`config.mk`:
```
export PLATFORM = sky130hd
export DESIGN_NAME = reducer_top
export DESIGN_NICKNAME = d
export VERILOG_FILES = /design/src/stream_pkg.sv /design/src/ctrl_pkg.sv /design/src/fifo_if.sv /design/src/sample_fifo.sv /design/src/width_reducer.sv /design/src/slice_out_stage.sv /design/src/reducer_top.sv
export SDC_FILE = /design/constraint.sdc
export NUM_CORES = 1
export LEC_CHECK = 0
export BUFFER_PORTS_ARGS = -buffer_cell sky130_fd_sc_hd__buf_2
export CAP_MARGIN = 0
export CORE_ASPECT_RATIO = 1.4
export CORE_MARGIN = 8
export CORE_UTILIZATION = 30
export CTS_CLUSTER_SIZE = 24
export DETAILED_ROUTE_END_ITERATION = 12
export GPL_TIMING_DRIVEN = 0
export MAX_ROUTING_LAYER = met4
export PLACE_DENSITY = 0.46
export SLEW_MARGIN = 20
export SYNTH_ARGS = -nofsm -noshare
export SYNTH_HDL_FRONTEND = slang
export SYNTH_SLANG_ARGS = --single-unit
```
`constraint.sdc`:
```
create_clock -name CLK -period 6.8 [get_ports CLK]
set_clock_uncertainty 0.1 [all_clocks]
set_input_delay 0.68 -clock CLK [delete_from_list [all_inputs] [get_ports CLK]]
set_output_delay 0.68 -clock CLK [all_outputs]
set_load 0.1 [all_outputs]
```
`src/stream_pkg.sv`:
```
package stream_pkg;

  // width of a sample word as it arrives from the acquisition front end
  localparam int DIN_WIDTH_DEF = 64;

  // width of one slice on the narrow side
  localparam int DOUT_WIDTH_DEF = 16;

  // buffer depth, kept a power of two so the pointers wrap on their own
  localparam int FIFO_DEPTH_DEF = 16;

  // free entries left when din_ready drops
  localparam int AF_MARGIN_DEF = 2;

  // wide sample word
  typedef logic [DIN_WIDTH_DEF-1:0] din_t;

  // narrow slice
  typedef logic [DOUT_WIDTH_DEF-1:0] dout_t;

endpackage

```
`src/ctrl_pkg.sv`:
```
package ctrl_pkg;

  // slice and drop counters both wrap at this width
  localparam int CNT_WIDTH = 16;

  typedef logic [CNT_WIDTH-1:0] cnt_t;

  // reducer FSM, idle until a word is waiting, then splitting it
  typedef enum logic {
    RED_IDLE,
    RED_SPLIT
  } reducer_state_e;

endpackage

```
`src/fifo_if.sv`:
```
`timescale 1ns/10ps

interface fifo_if #(
  parameter int DIN_WIDTH = stream_pkg::DIN_WIDTH_DEF
);

  // head word, shown before the pop (first-word fall-through)
  logic [DIN_WIDTH-1:0] rdata;
  // pop strobe from the reducer
  logic                 re;
  logic                 not_empty;
  logic                 full;
  logic                 almost_full;

  modport fifo_side (
    output rdata,
    output not_empty,
    output full,
    output almost_full,
    input  re
  );

  modport reducer_side (
    input  rdata,
    input  not_empty,
    input  full,
    input  almost_full,
    output re
  );

endinterface

```
`src/sample_fifo.sv`:
```
`timescale 1ns/10ps

module sample_fifo #(
  parameter int DIN_WIDTH  = stream_pkg::DIN_WIDTH_DEF,
  parameter int FIFO_DEPTH = stream_pkg::FIFO_DEPTH_DEF,
  parameter int AF_MARGIN  = stream_pkg::AF_MARGIN_DEF
) (
  input  logic                 CLK,
  input  logic                 RESETN,
  input  logic [DIN_WIDTH-1:0] din,
  input  logic                 din_valid,
  output logic                 din_ready,
  output ctrl_pkg::cnt_t       drop_count,
  fifo_if.fifo_side            rd
);

  localparam int PTR_W = $clog2(FIFO_DEPTH);
  // level is one bit wider than the pointers to tell full from empty
  localparam logic [PTR_W:0] FULL_LEVEL = (PTR_W+1)'(FIFO_DEPTH);
  localparam logic [PTR_W:0] AF_LEVEL   = (PTR_W+1)'(FIFO_DEPTH - AF_MARGIN);

  logic [DIN_WIDTH-1:0] mem [FIFO_DEPTH];
  logic [PTR_W-1:0]     wr_ptr;
  logic [PTR_W-1:0]     rd_ptr;
  logic [PTR_W:0]       level;
  logic                 wr_en;
  logic                 rd_en;

  // a write into a full buffer is lost
  assign wr_en = din_valid & ~rd.full;
  assign rd_en = rd.re & rd.not_empty;

  assign rd.full        = (level == FULL_LEVEL);
  assign rd.almost_full = (level >= AF_LEVEL);
  assign rd.not_empty   = (level != '0);
  assign rd.rdata       = mem[rd_ptr];

  // storage
  always_ff @(posedge CLK) begin
    if (wr_en) begin
      mem[wr_ptr] <= din;
    end
  end

  // pointers wrap naturally since the depth is a power of two
  always_ff @(posedge CLK) begin
    if (!RESETN) begin
      wr_ptr <= '0;
      rd_ptr <= '0;
    end else begin
      if (wr_en) begin
        wr_ptr <= wr_ptr + 1'b1;
      end
      if (rd_en) begin
        rd_ptr <= rd_ptr + 1'b1;
      end
    end
  end

  always_ff @(posedge CLK) begin
    if (!RESETN) begin
      level <= '0;
    end else begin
      case ({wr_en, rd_en})
        2'b10:   level <= level + 1'b1;
        2'b01:   level <= level - 1'b1;
        default: level <= level;
      endcase
    end
  end

  // ready lags the level by one cycle, which the margin covers
  always_ff @(posedge CLK) begin
    if (!RESETN) begin
      din_ready <= 1'b0;
    end else begin
      din_ready <= ~rd.almost_full;
    end
  end

  always_ff @(posedge CLK) begin
    if (!RESETN) begin
      drop_count <= '0;
    end else if (din_valid && rd.full) begin
      drop_count <= drop_count + 1'b1;
    end
  end

endmodule

```
`src/width_reducer.sv`:
```
`timescale 1ns/10ps

module width_reducer #(
  parameter int DIN_WIDTH  = stream_pkg::DIN_WIDTH_DEF,
  parameter int DOUT_WIDTH = stream_pkg::DOUT_WIDTH_DEF
) (
  input  logic                  CLK,
  input  logic                  RESETN,
  fifo_if.reducer_side          rd,
  output logic [DOUT_WIDTH-1:0] slice_data,
  output logic                  slice_valid,
  output logic                  slice_last
);

  // slices per wide word
  localparam int RATIO = DIN_WIDTH / DOUT_WIDTH;
  localparam int IDX_W = (RATIO > 1) ? $clog2(RATIO) : 1;
  localparam logic [IDX_W-1:0] LAST_IDX = IDX_W'(RATIO - 1);

  ctrl_pkg::reducer_state_e state;
  ctrl_pkg::reducer_state_e state_nxt;
  logic [DIN_WIDTH-1:0]     word;
  logic [IDX_W-1:0]         idx;
  logic                     at_last;
  logic                     pop;

  assign at_last = (state == ctrl_pkg::RED_SPLIT) && (idx == LAST_IDX);

  // pop from idle, or on the last slice so words stream without a gap
  assign pop = rd.not_empty &&
               ((state == ctrl_pkg::RED_IDLE) || at_last);

  assign rd.re = pop;

  always_comb begin
    state_nxt = state;
    case (state)
      ctrl_pkg::RED_IDLE: begin
        if (pop) begin
          state_nxt = ctrl_pkg::RED_SPLIT;
        end
      end
      ctrl_pkg::RED_SPLIT: begin
        if (at_last && !pop) begin
          state_nxt = ctrl_pkg::RED_IDLE;
        end
      end
      default: state_nxt = ctrl_pkg::RED_IDLE;
    endcase
  end

  always_ff @(posedge CLK) begin
    if (!RESETN) begin
      state <= ctrl_pkg::RED_IDLE;
      idx   <= '0;
    end else begin
      state <= state_nxt;
      if (pop || at_last) begin
        idx <= '0;
      end else if (state == ctrl_pkg::RED_SPLIT) begin
        idx <= idx + 1'b1;
      end
    end
  end

  // word held for the whole split
  always_ff @(posedge CLK) begin
    if (pop) begin
      word <= rd.rdata;
    end
  end

  // lowest slice first
  assign slice_data  = word[idx*DOUT_WIDTH +: DOUT_WIDTH];
  assign slice_valid = (state == ctrl_pkg::RED_SPLIT);
  assign slice_last  = at_last;

endmodule

```
`src/slice_out_stage.sv`:
```
`timescale 1ns/10ps

module slice_out_stage #(
  parameter int DOUT_WIDTH = stream_pkg::DOUT_WIDTH_DEF
) (
  input  logic                  CLK,
  input  logic                  RESETN,
  input  logic [DOUT_WIDTH-1:0] slice_data,
  input  logic                  slice_valid,
  input  logic                  slice_last,
  output logic [DOUT_WIDTH-1:0] dout,
  output logic                  dout_valid,
  output logic                  dout_last,
  output ctrl_pkg::cnt_t        slice_count
);

  // output flags, one cycle behind the reducer
  always_ff @(posedge CLK) begin
    if (!RESETN) begin
      dout_valid <= 1'b0;
      dout_last  <= 1'b0;
    end else begin
      dout_valid <= slice_valid;
      dout_last  <= slice_valid & slice_last;
    end
  end

  // idle value is all ones, held between slices
  always_ff @(posedge CLK) begin
    if (!RESETN) begin
      dout <= {DOUT_WIDTH{1'b1}};
    end else if (slice_valid) begin
      dout <= slice_data;
    end
  end

  // delivered slices, wraps
  always_ff @(posedge CLK) begin
    if (!RESETN) begin
      slice_count <= '0;
    end else if (slice_valid) begin
      slice_count <= slice_count + 1'b1;
    end
  end

endmodule

```
`src/reducer_top.sv`:
```
`timescale 1ns/10ps

module reducer_top #(
  parameter int DIN_WIDTH  = stream_pkg::DIN_WIDTH_DEF,
  parameter int DOUT_WIDTH = stream_pkg::DOUT_WIDTH_DEF,
  parameter int FIFO_DEPTH = stream_pkg::FIFO_DEPTH_DEF,
  parameter int AF_MARGIN  = stream_pkg::AF_MARGIN_DEF
) (
  input  logic                  CLK,
  input  logic                  RESETN,
  input  logic [DIN_WIDTH-1:0]  din,
  input  logic                  din_valid,
  output logic                  din_ready,
  output logic [DOUT_WIDTH-1:0] dout,
  output logic                  dout_valid,
  output logic                  dout_last,
  output ctrl_pkg::cnt_t        slice_count,
  output ctrl_pkg::cnt_t        drop_count
);

  // reducer to output stage
  logic [DOUT_WIDTH-1:0] slice_data;
  logic                  slice_valid;
  logic                  slice_last;

  fifo_if #(.DIN_WIDTH(DIN_WIDTH)) fifo_link ();

  sample_fifo #(
    .DIN_WIDTH  (DIN_WIDTH),
    .FIFO_DEPTH (FIFO_DEPTH),
    .AF_MARGIN  (AF_MARGIN)
  ) sample_fifo_i (
    .CLK        (CLK),
    .RESETN     (RESETN),
    .din        (din),
    .din_valid  (din_valid),
    .din_ready  (din_ready),
    .drop_count (drop_count),
    .rd         (fifo_link.fifo_side)
  );

  width_reducer #(
    .DIN_WIDTH  (DIN_WIDTH),
    .DOUT_WIDTH (DOUT_WIDTH)
  ) width_reducer_i (
    .CLK         (CLK),
    .RESETN      (RESETN),
    .rd          (fifo_link.reducer_side),
    .slice_data  (slice_data),
    .slice_valid (slice_valid),
    .slice_last  (slice_last)
  );

  slice_out_stage #(
    .DOUT_WIDTH (DOUT_WIDTH)
  ) slice_out_stage_i (
    .CLK         (CLK),
    .RESETN      (RESETN),
    .slice_data  (slice_data),
    .slice_valid (slice_valid),
    .slice_last  (slice_last),
    .dout        (dout),
    .dout_valid  (dout_valid),
    .dout_last   (dout_last),
    .slice_count (slice_count)
  );

endmodule

```
Word-level counts from Yosys, hierarchy flattened
Memory sizes are Yosys's and may differ from the RTL's. A register that Yosys moved wholly into a read port is not among the register bits.
Index checks and enable logic that the tools add are counted.
W data, S select, Z words.
{"block": "totals", "input_bits": 67, "n_memories": 1, "ram_bits": 1024, "elab_cells": 48, "rom_bits": 0, "output_inout_bits": 51, "latch_bits": 0, "regBits": 67}
{"block": "classes", "div_mod_pow": 0, "shifts": 1, "n_lt_le_gt_ge": 1, "reduce_logical": 10, "muxes": 6, "n_mul": 0, "bitwise_logic": 7, "eq_ne": 4, "add_sub_neg": 7}
{"memory": "sample_fifo_i.mem", "words": 16, "width": 64, "read_ports": 1, "rd_ports_with_merged_regs": 1, "wr": 1, "line_no": "sample_fifo.sv:22", "text": "logic [DIN_WIDTH-1:0] mem [FIFO_DEPTH];"}
{"cell": "$shiftx A64 B7 Y16", "n": 1}
{"cell": "$add A16 B1 Y16 const B", "n": 2}
{"cell": "$pmux W5 S2", "n": 1}
{"cell": "$add A4 B1 Y4 const B", "n": 2}
{"cell": "$add A5 B1 Y5 const B", "n": 1}
{"cell": "$eq A5 B5 Y1 const B", "n": 1}
{"cell": "$ge A5 B4 Y1 const B", "n": 1}
{"cell": "$reduce_bool A5 Y1", "n": 1}
{"cell": "$sub A5 B1 Y5 const B", "n": 1}
{"cell": "$eq A2 B2 Y1 const B", "n": 2}
{"cell": "$logic_and A1 B1 Y1", "n": 4}
{"cell": "$mux W1", "n": 4}
{"cell": "$not A1 Y1", "n": 4}
{"cell": "$and A1 B1 Y1", "n": 3}
{"cell": "$add A2 B1 Y2 const B", "n": 1}
{"cell": "$eq A2 B1 Y1 const B", "n": 1}
{"cell": "$logic_or A1 B1 Y1", "n": 2}
{"cell": "$pmux W1 S2", "n": 1}
{"cell": "$reduce_bool A2 Y1", "n": 1}
{"cell": "$reduce_or A2 Y1", "n": 1}
{"cell": "$logic_not A1 Y1", "n": 1}

Logic depth before layout (Yosys ltp)
{"block": "depth", "ltp_word": 8, "mapped_depth": 11, "depth_no_buf": 11}

Modules after synthesis
A second synthesis with hierarchy kept.
{"block": "hier_totals", "cells_unflattened": 1861, "area_unflattened_um2": 43824.5}
{"mod": "sample_fifo", "n_inst": 1, "area_per_inst_um2": 39985.8, "cells_per_inst": 1625, "seq_area_each_um2": 31430.1}
{"mod": "width_reducer", "n_inst": 1, "area_per_inst_um2": 2498.6, "cells_per_inst": 98, "seq_area_each_um2": 1981.9}
{"mod": "slice_out_stage", "n_inst": 1, "area_per_inst_um2": 1340.0, "cells_per_inst": 138, "seq_area_each_um2": 680.7}

Worst setup path after synthesis
OpenSTA, ideal clock, no wires.
{"block": "synth_path", "kind": "input to register", "from": "input din_valid", "to": "memory sample_fifo_i.mem[3][0] in the netlist's numbering (enable)", "arrival_time_ps": 5527, "setup_slack_ps": 609, "stages": 3, "setup_time_ps": 564, "path_buffers": 0, "required_time_ps": 6136, "path_cell_list": "a21boi_2 > nand2_1 > nor3_1"}
{"block": "synth_between", "elab_chain_len": 3}
{"item": "start, declared", "line_no": "reducer_top.sv:12", "text": "input logic din_valid,"}
{"item": "$and A1 B1 Y1", "line_no": "sample_fifo.sv:30", "text": "assign wr_en = din_valid & ~rd.full;"}
{"item": "$mux W1", "line_no": "sample_fifo.sv:40", "text": "if (wr_en) begin"}
{"item": "$mux W1 (not written as such)", "line_no": "sample_fifo.sv:41", "text": "mem[wr_ptr] <= din;"}
{"item": "end, declared", "line_no": "sample_fifo.sv:22"}
Every way passes these cells.

==> flow_metrics.tcl <==
set metrics [dict create \
    fillCellCount 13700 \
    final_area_sq_mm 0.05252 \
    r2r_setup_slack_ns 3.17 \
    drv_cap 0 \
    ioPinCount 118 \
    port_buffers 117 \
    multi_input_area_sq_mm 0.009809 \
    synth_fp_nets 2402 \
    layout.nets 2726 \
    grt_pass1_vias 24370 \
    root_buffer "clkbuf_16" \
    hold_ws_ns 0.1420 \
    cts.repair.resized 0 \
    critPathLaunchType "register" \
    rsz0062_at_grt "false" \
    place.gp.congestion 0.7836 \
    core_area_sq_mm 0.1473 \
    switchingPower_uw 5368 \
    clk_latency_ns 0.73 \
    viasPerCell 4.870 \
    drtIter0Drc 1779 \
    place_area_sq_mm 0.04897 \
    synth_edf_count 1088 \
    grt_pass1_wl_um 177100 \
    r2r-end "width_reducer_i.word[42]" \
    clock-sinks 1155 \
    final_hold_viol_count 0 \
    wl_per_cell_um 26.70 \
    setup.worst_path.start "sample_fifo_i.rd_ptr[1]" \
    netlist_instances 2322 \
    start_util_pct 30.06 \
    cts.htree.levels 3 \
    cts_setup_buffers 0 \
    die_area_sq_mm 0.1603 \
    combPwrFrac_pct 21.2 \
    clock_path_buffers 3 \
    reg2reg_from "sample_fifo_i.rd_ptr[1]" \
    crit_fanout 10 \
    cts_buffers 111 \
    reg2regPathDepth 6 \
    tightest_slew_ns 1.194 \
    synth_seq_cells 1155 \
    ant_nets 0 \
    hold_path.class "in -> reg" \
    timing.slew.headroom_pct 20.40 \
    powerDensity_mw_per_mm2 352.4 \
    grt_util_all_layers_pct 15.74 \
    wirelength_um 125600 \
    cts_hold_buf 0 \
    antenna_found_initial 27 \
    seqPwrFrac_pct 46.4 \
    clk_pin_slew_ns 0.07 \
    p_int_uw 13140 \
    crit_arrival_ns 3.90 \
    final_core_util_pct 35.65 \
    status "finished, final reports clean" \
    maxSlewViolCount 0 \
    post-synth-top-count-cell "edfxtp_1" \
    synth_area_sq_mm 0.04428 \
    tns_ns 0 \
    regArea_sq_mm 0.03401 \
    die_y_um 470.6 \
    dr_total_vias 22910 \
    dominantRegCellSynth "edfxtp_1" \
    critPathKind "reg -> reg" \
    fmax_mhz 275.5 \
    dp_hpwl_um 90480 \
    synth-async-reset-ratio_pct 0 \
    period_share_pct 53.37 \
    netlist_top_cells_area "edfxtp_1 (74%), mux4_2 (7.3%), mux2i_1 (4.8%), dfxtp_1 (3.0%), mux2_2 (1.6%)" \
    layout_min_cycle_time_ns 3.629 \
    swShare_pct 29.00 \
    setup_violations 0 \
    synth_cell_types 42 \
    synth_seq_area_share_pct 76.81 \
    cp-end-kind "register" \
    synth_top_area_share_pct 73.79 \
    crit_path_end "width_reducer_i.word[42]" \
    layout-drive-gt1-share_pct 23.02 \
    ys_top_cells_by_count "edfxtp_1 (1088), mux2i_1 (212), mux4_2 (144), o21ai_0 (137), nand2_1 (98)" \
    leakagePower_uw 0.01660 \
    area_growth_pct 18.61 \
    clkPwrFrac_pct 32.4 \
    yosys_warnings 0 \
    die_x_um 340.7 \
    fp-row-count 167 \
    grt_max_degree 24 \
    grt_remaining_overflow 0 \
    cts_tree "yes" \
    peakVddDrop_v 0.0003373 \
    worst_ep_required_time_ns 7.07 \
    drt_drc_violations_left 0 \
    synth_top_area_cell "edfxtp_1" \
    synth.avg_cell_area_sq_um 19.07 \
    total_power_uw 18510 \
    first_pass_iters 5 \
]
power by group through the flow:
stage	combinational [uW]	clock, uW	sequential [uW]
finish	3930	5990	8580
global route	4160	6400	8620
CTS	4040	6140	8590
detailed placement	4030	0	8740
global placement	3840	0	8900
floorplan	2100	0	9020
cell usage in the layout (no fill, tap or decap), types with 9 or more instances in the layout:
cell type and n:
buf_2 156, buf_4 42, nor2_4 12, a22oi_1 64
mux2_2 64, clkinv_1 31, nor2_1 41, mux4_2 144
clkinv_2 13, nand4_1 9, diode_2 24, buf_12 20
ha_1 12, dfxtp_1 67, clkbuf_16 114, xor2_1 16
edfxtp_1 1088, nand3_1 11, o21ai_0 137, inv_1 14
mux2i_1 212, nand2_1 98, a21oi_1 79, a221oi_1 64
clkbuf_1 105, xnor2_1 14, buf_16 29
area by class of cell:
cell class | count | share of cell area [%]
diodes | 24 | 0.1144
plain buffers | 124 | 1.003
clock buffers | 142 | 5.632
clock inverters | 62 | 0.9959
inverters | 14 | 0.1001
multi-input cells | 1029 | 18.68
flip-flops and latches | 1155 | 64.76
well taps | 1943 | 4.629
repair buffers | 211 | 4.083
worst min path at each step:
stage / slack, ns / start / depth (start not counted) / to
3_5_place_dp: 0.38 / slice_out_stage_i.dout[9] / 2 / slice_out_stage_i.dout[9]
5_1_grt: 0.14 / RESETN / 2 / slice_out_stage_i.dout_last
4_1_cts: 0.06 / RESETN / 2 / slice_out_stage_i.dout_last
3_3_place_gp: 0.38 / slice_out_stage_i.slice_count[12] / 2 / slice_out_stage_i.slice_count[12]
6_report: 0.14 / RESETN / 2 / slice_out_stage_i.dout_last
2_1_floorplan: 0.40 / sample_fifo_i.level[1] / 1 / sample_fifo_i.din_ready
worst max-delay path, cell delays in order, from the launching register on:
cell	delay [ns]
dfxtp_1	0.34
clkbuf_1	0.22
clkbuf_1	0.91
clkbuf_1	0.75
mux4_2	0.44
a22oi_1	0.18
nand2_1	0.31
logic make-up (layout without fill, tap and decap cells):
family | Yosys count | after routing | share of synthesized area (%)
adders and majority gates | 13 | 13 | 0.3843
and+or+nand+nor | 216 | 216 | 2.261
muxes | 420 | 420 | 13.74
other | 0 | 24 | 0
DFF | 1155 | 1155 | 76.81
buffers and inverters | 138 | 553 | 1.305
xor gates and xnor gates | 30 | 30 | 0.5934
AOI/OAI and AO/OA | 350 | 350 | 4.897
through the flow:
stage / setup slack [ns] / instances
after detailed placement: 3.113 / 4475
after global placement: -6.374 / 4382
final: 3.171 / 4704
after floorplan: 0.6089 / 2322
after global routing: 3.065 / 4701
after CTS: 3.112 / 4679
state kept, by name, summed over array words and instances, names as in the netlist:
signal / count
slice_out_stage_i.dout: 16
sample_fifo_i.mem: 1024
sample_fifo_i.wr_ptr: 4
width_reducer_i.idx: 2
sample_fifo_i.rd_ptr: 4
slice_out_stage_i.dout_valid: 1
slice_out_stage_i.dout_last: 1
sample_fifo_i.level: 5
slice_out_stage_i.slice_count: 16
width_reducer_i.slice_valid: 1
sample_fifo_i.drop_count: 16
sample_fifo_i.din_ready: 1
width_reducer_i.word: 64
metal layers:
metal  up-vias  track usage [%]  part of all wire, %
met1     11990            17.05                   38
met3       177            2.880                  5.0
li1      10120                -                    -
met5         -                -                    0
met2       622            29.03                   55
met4         0            4.857                  2.5
Note: power is estimated with default switching activity, not from simulation.
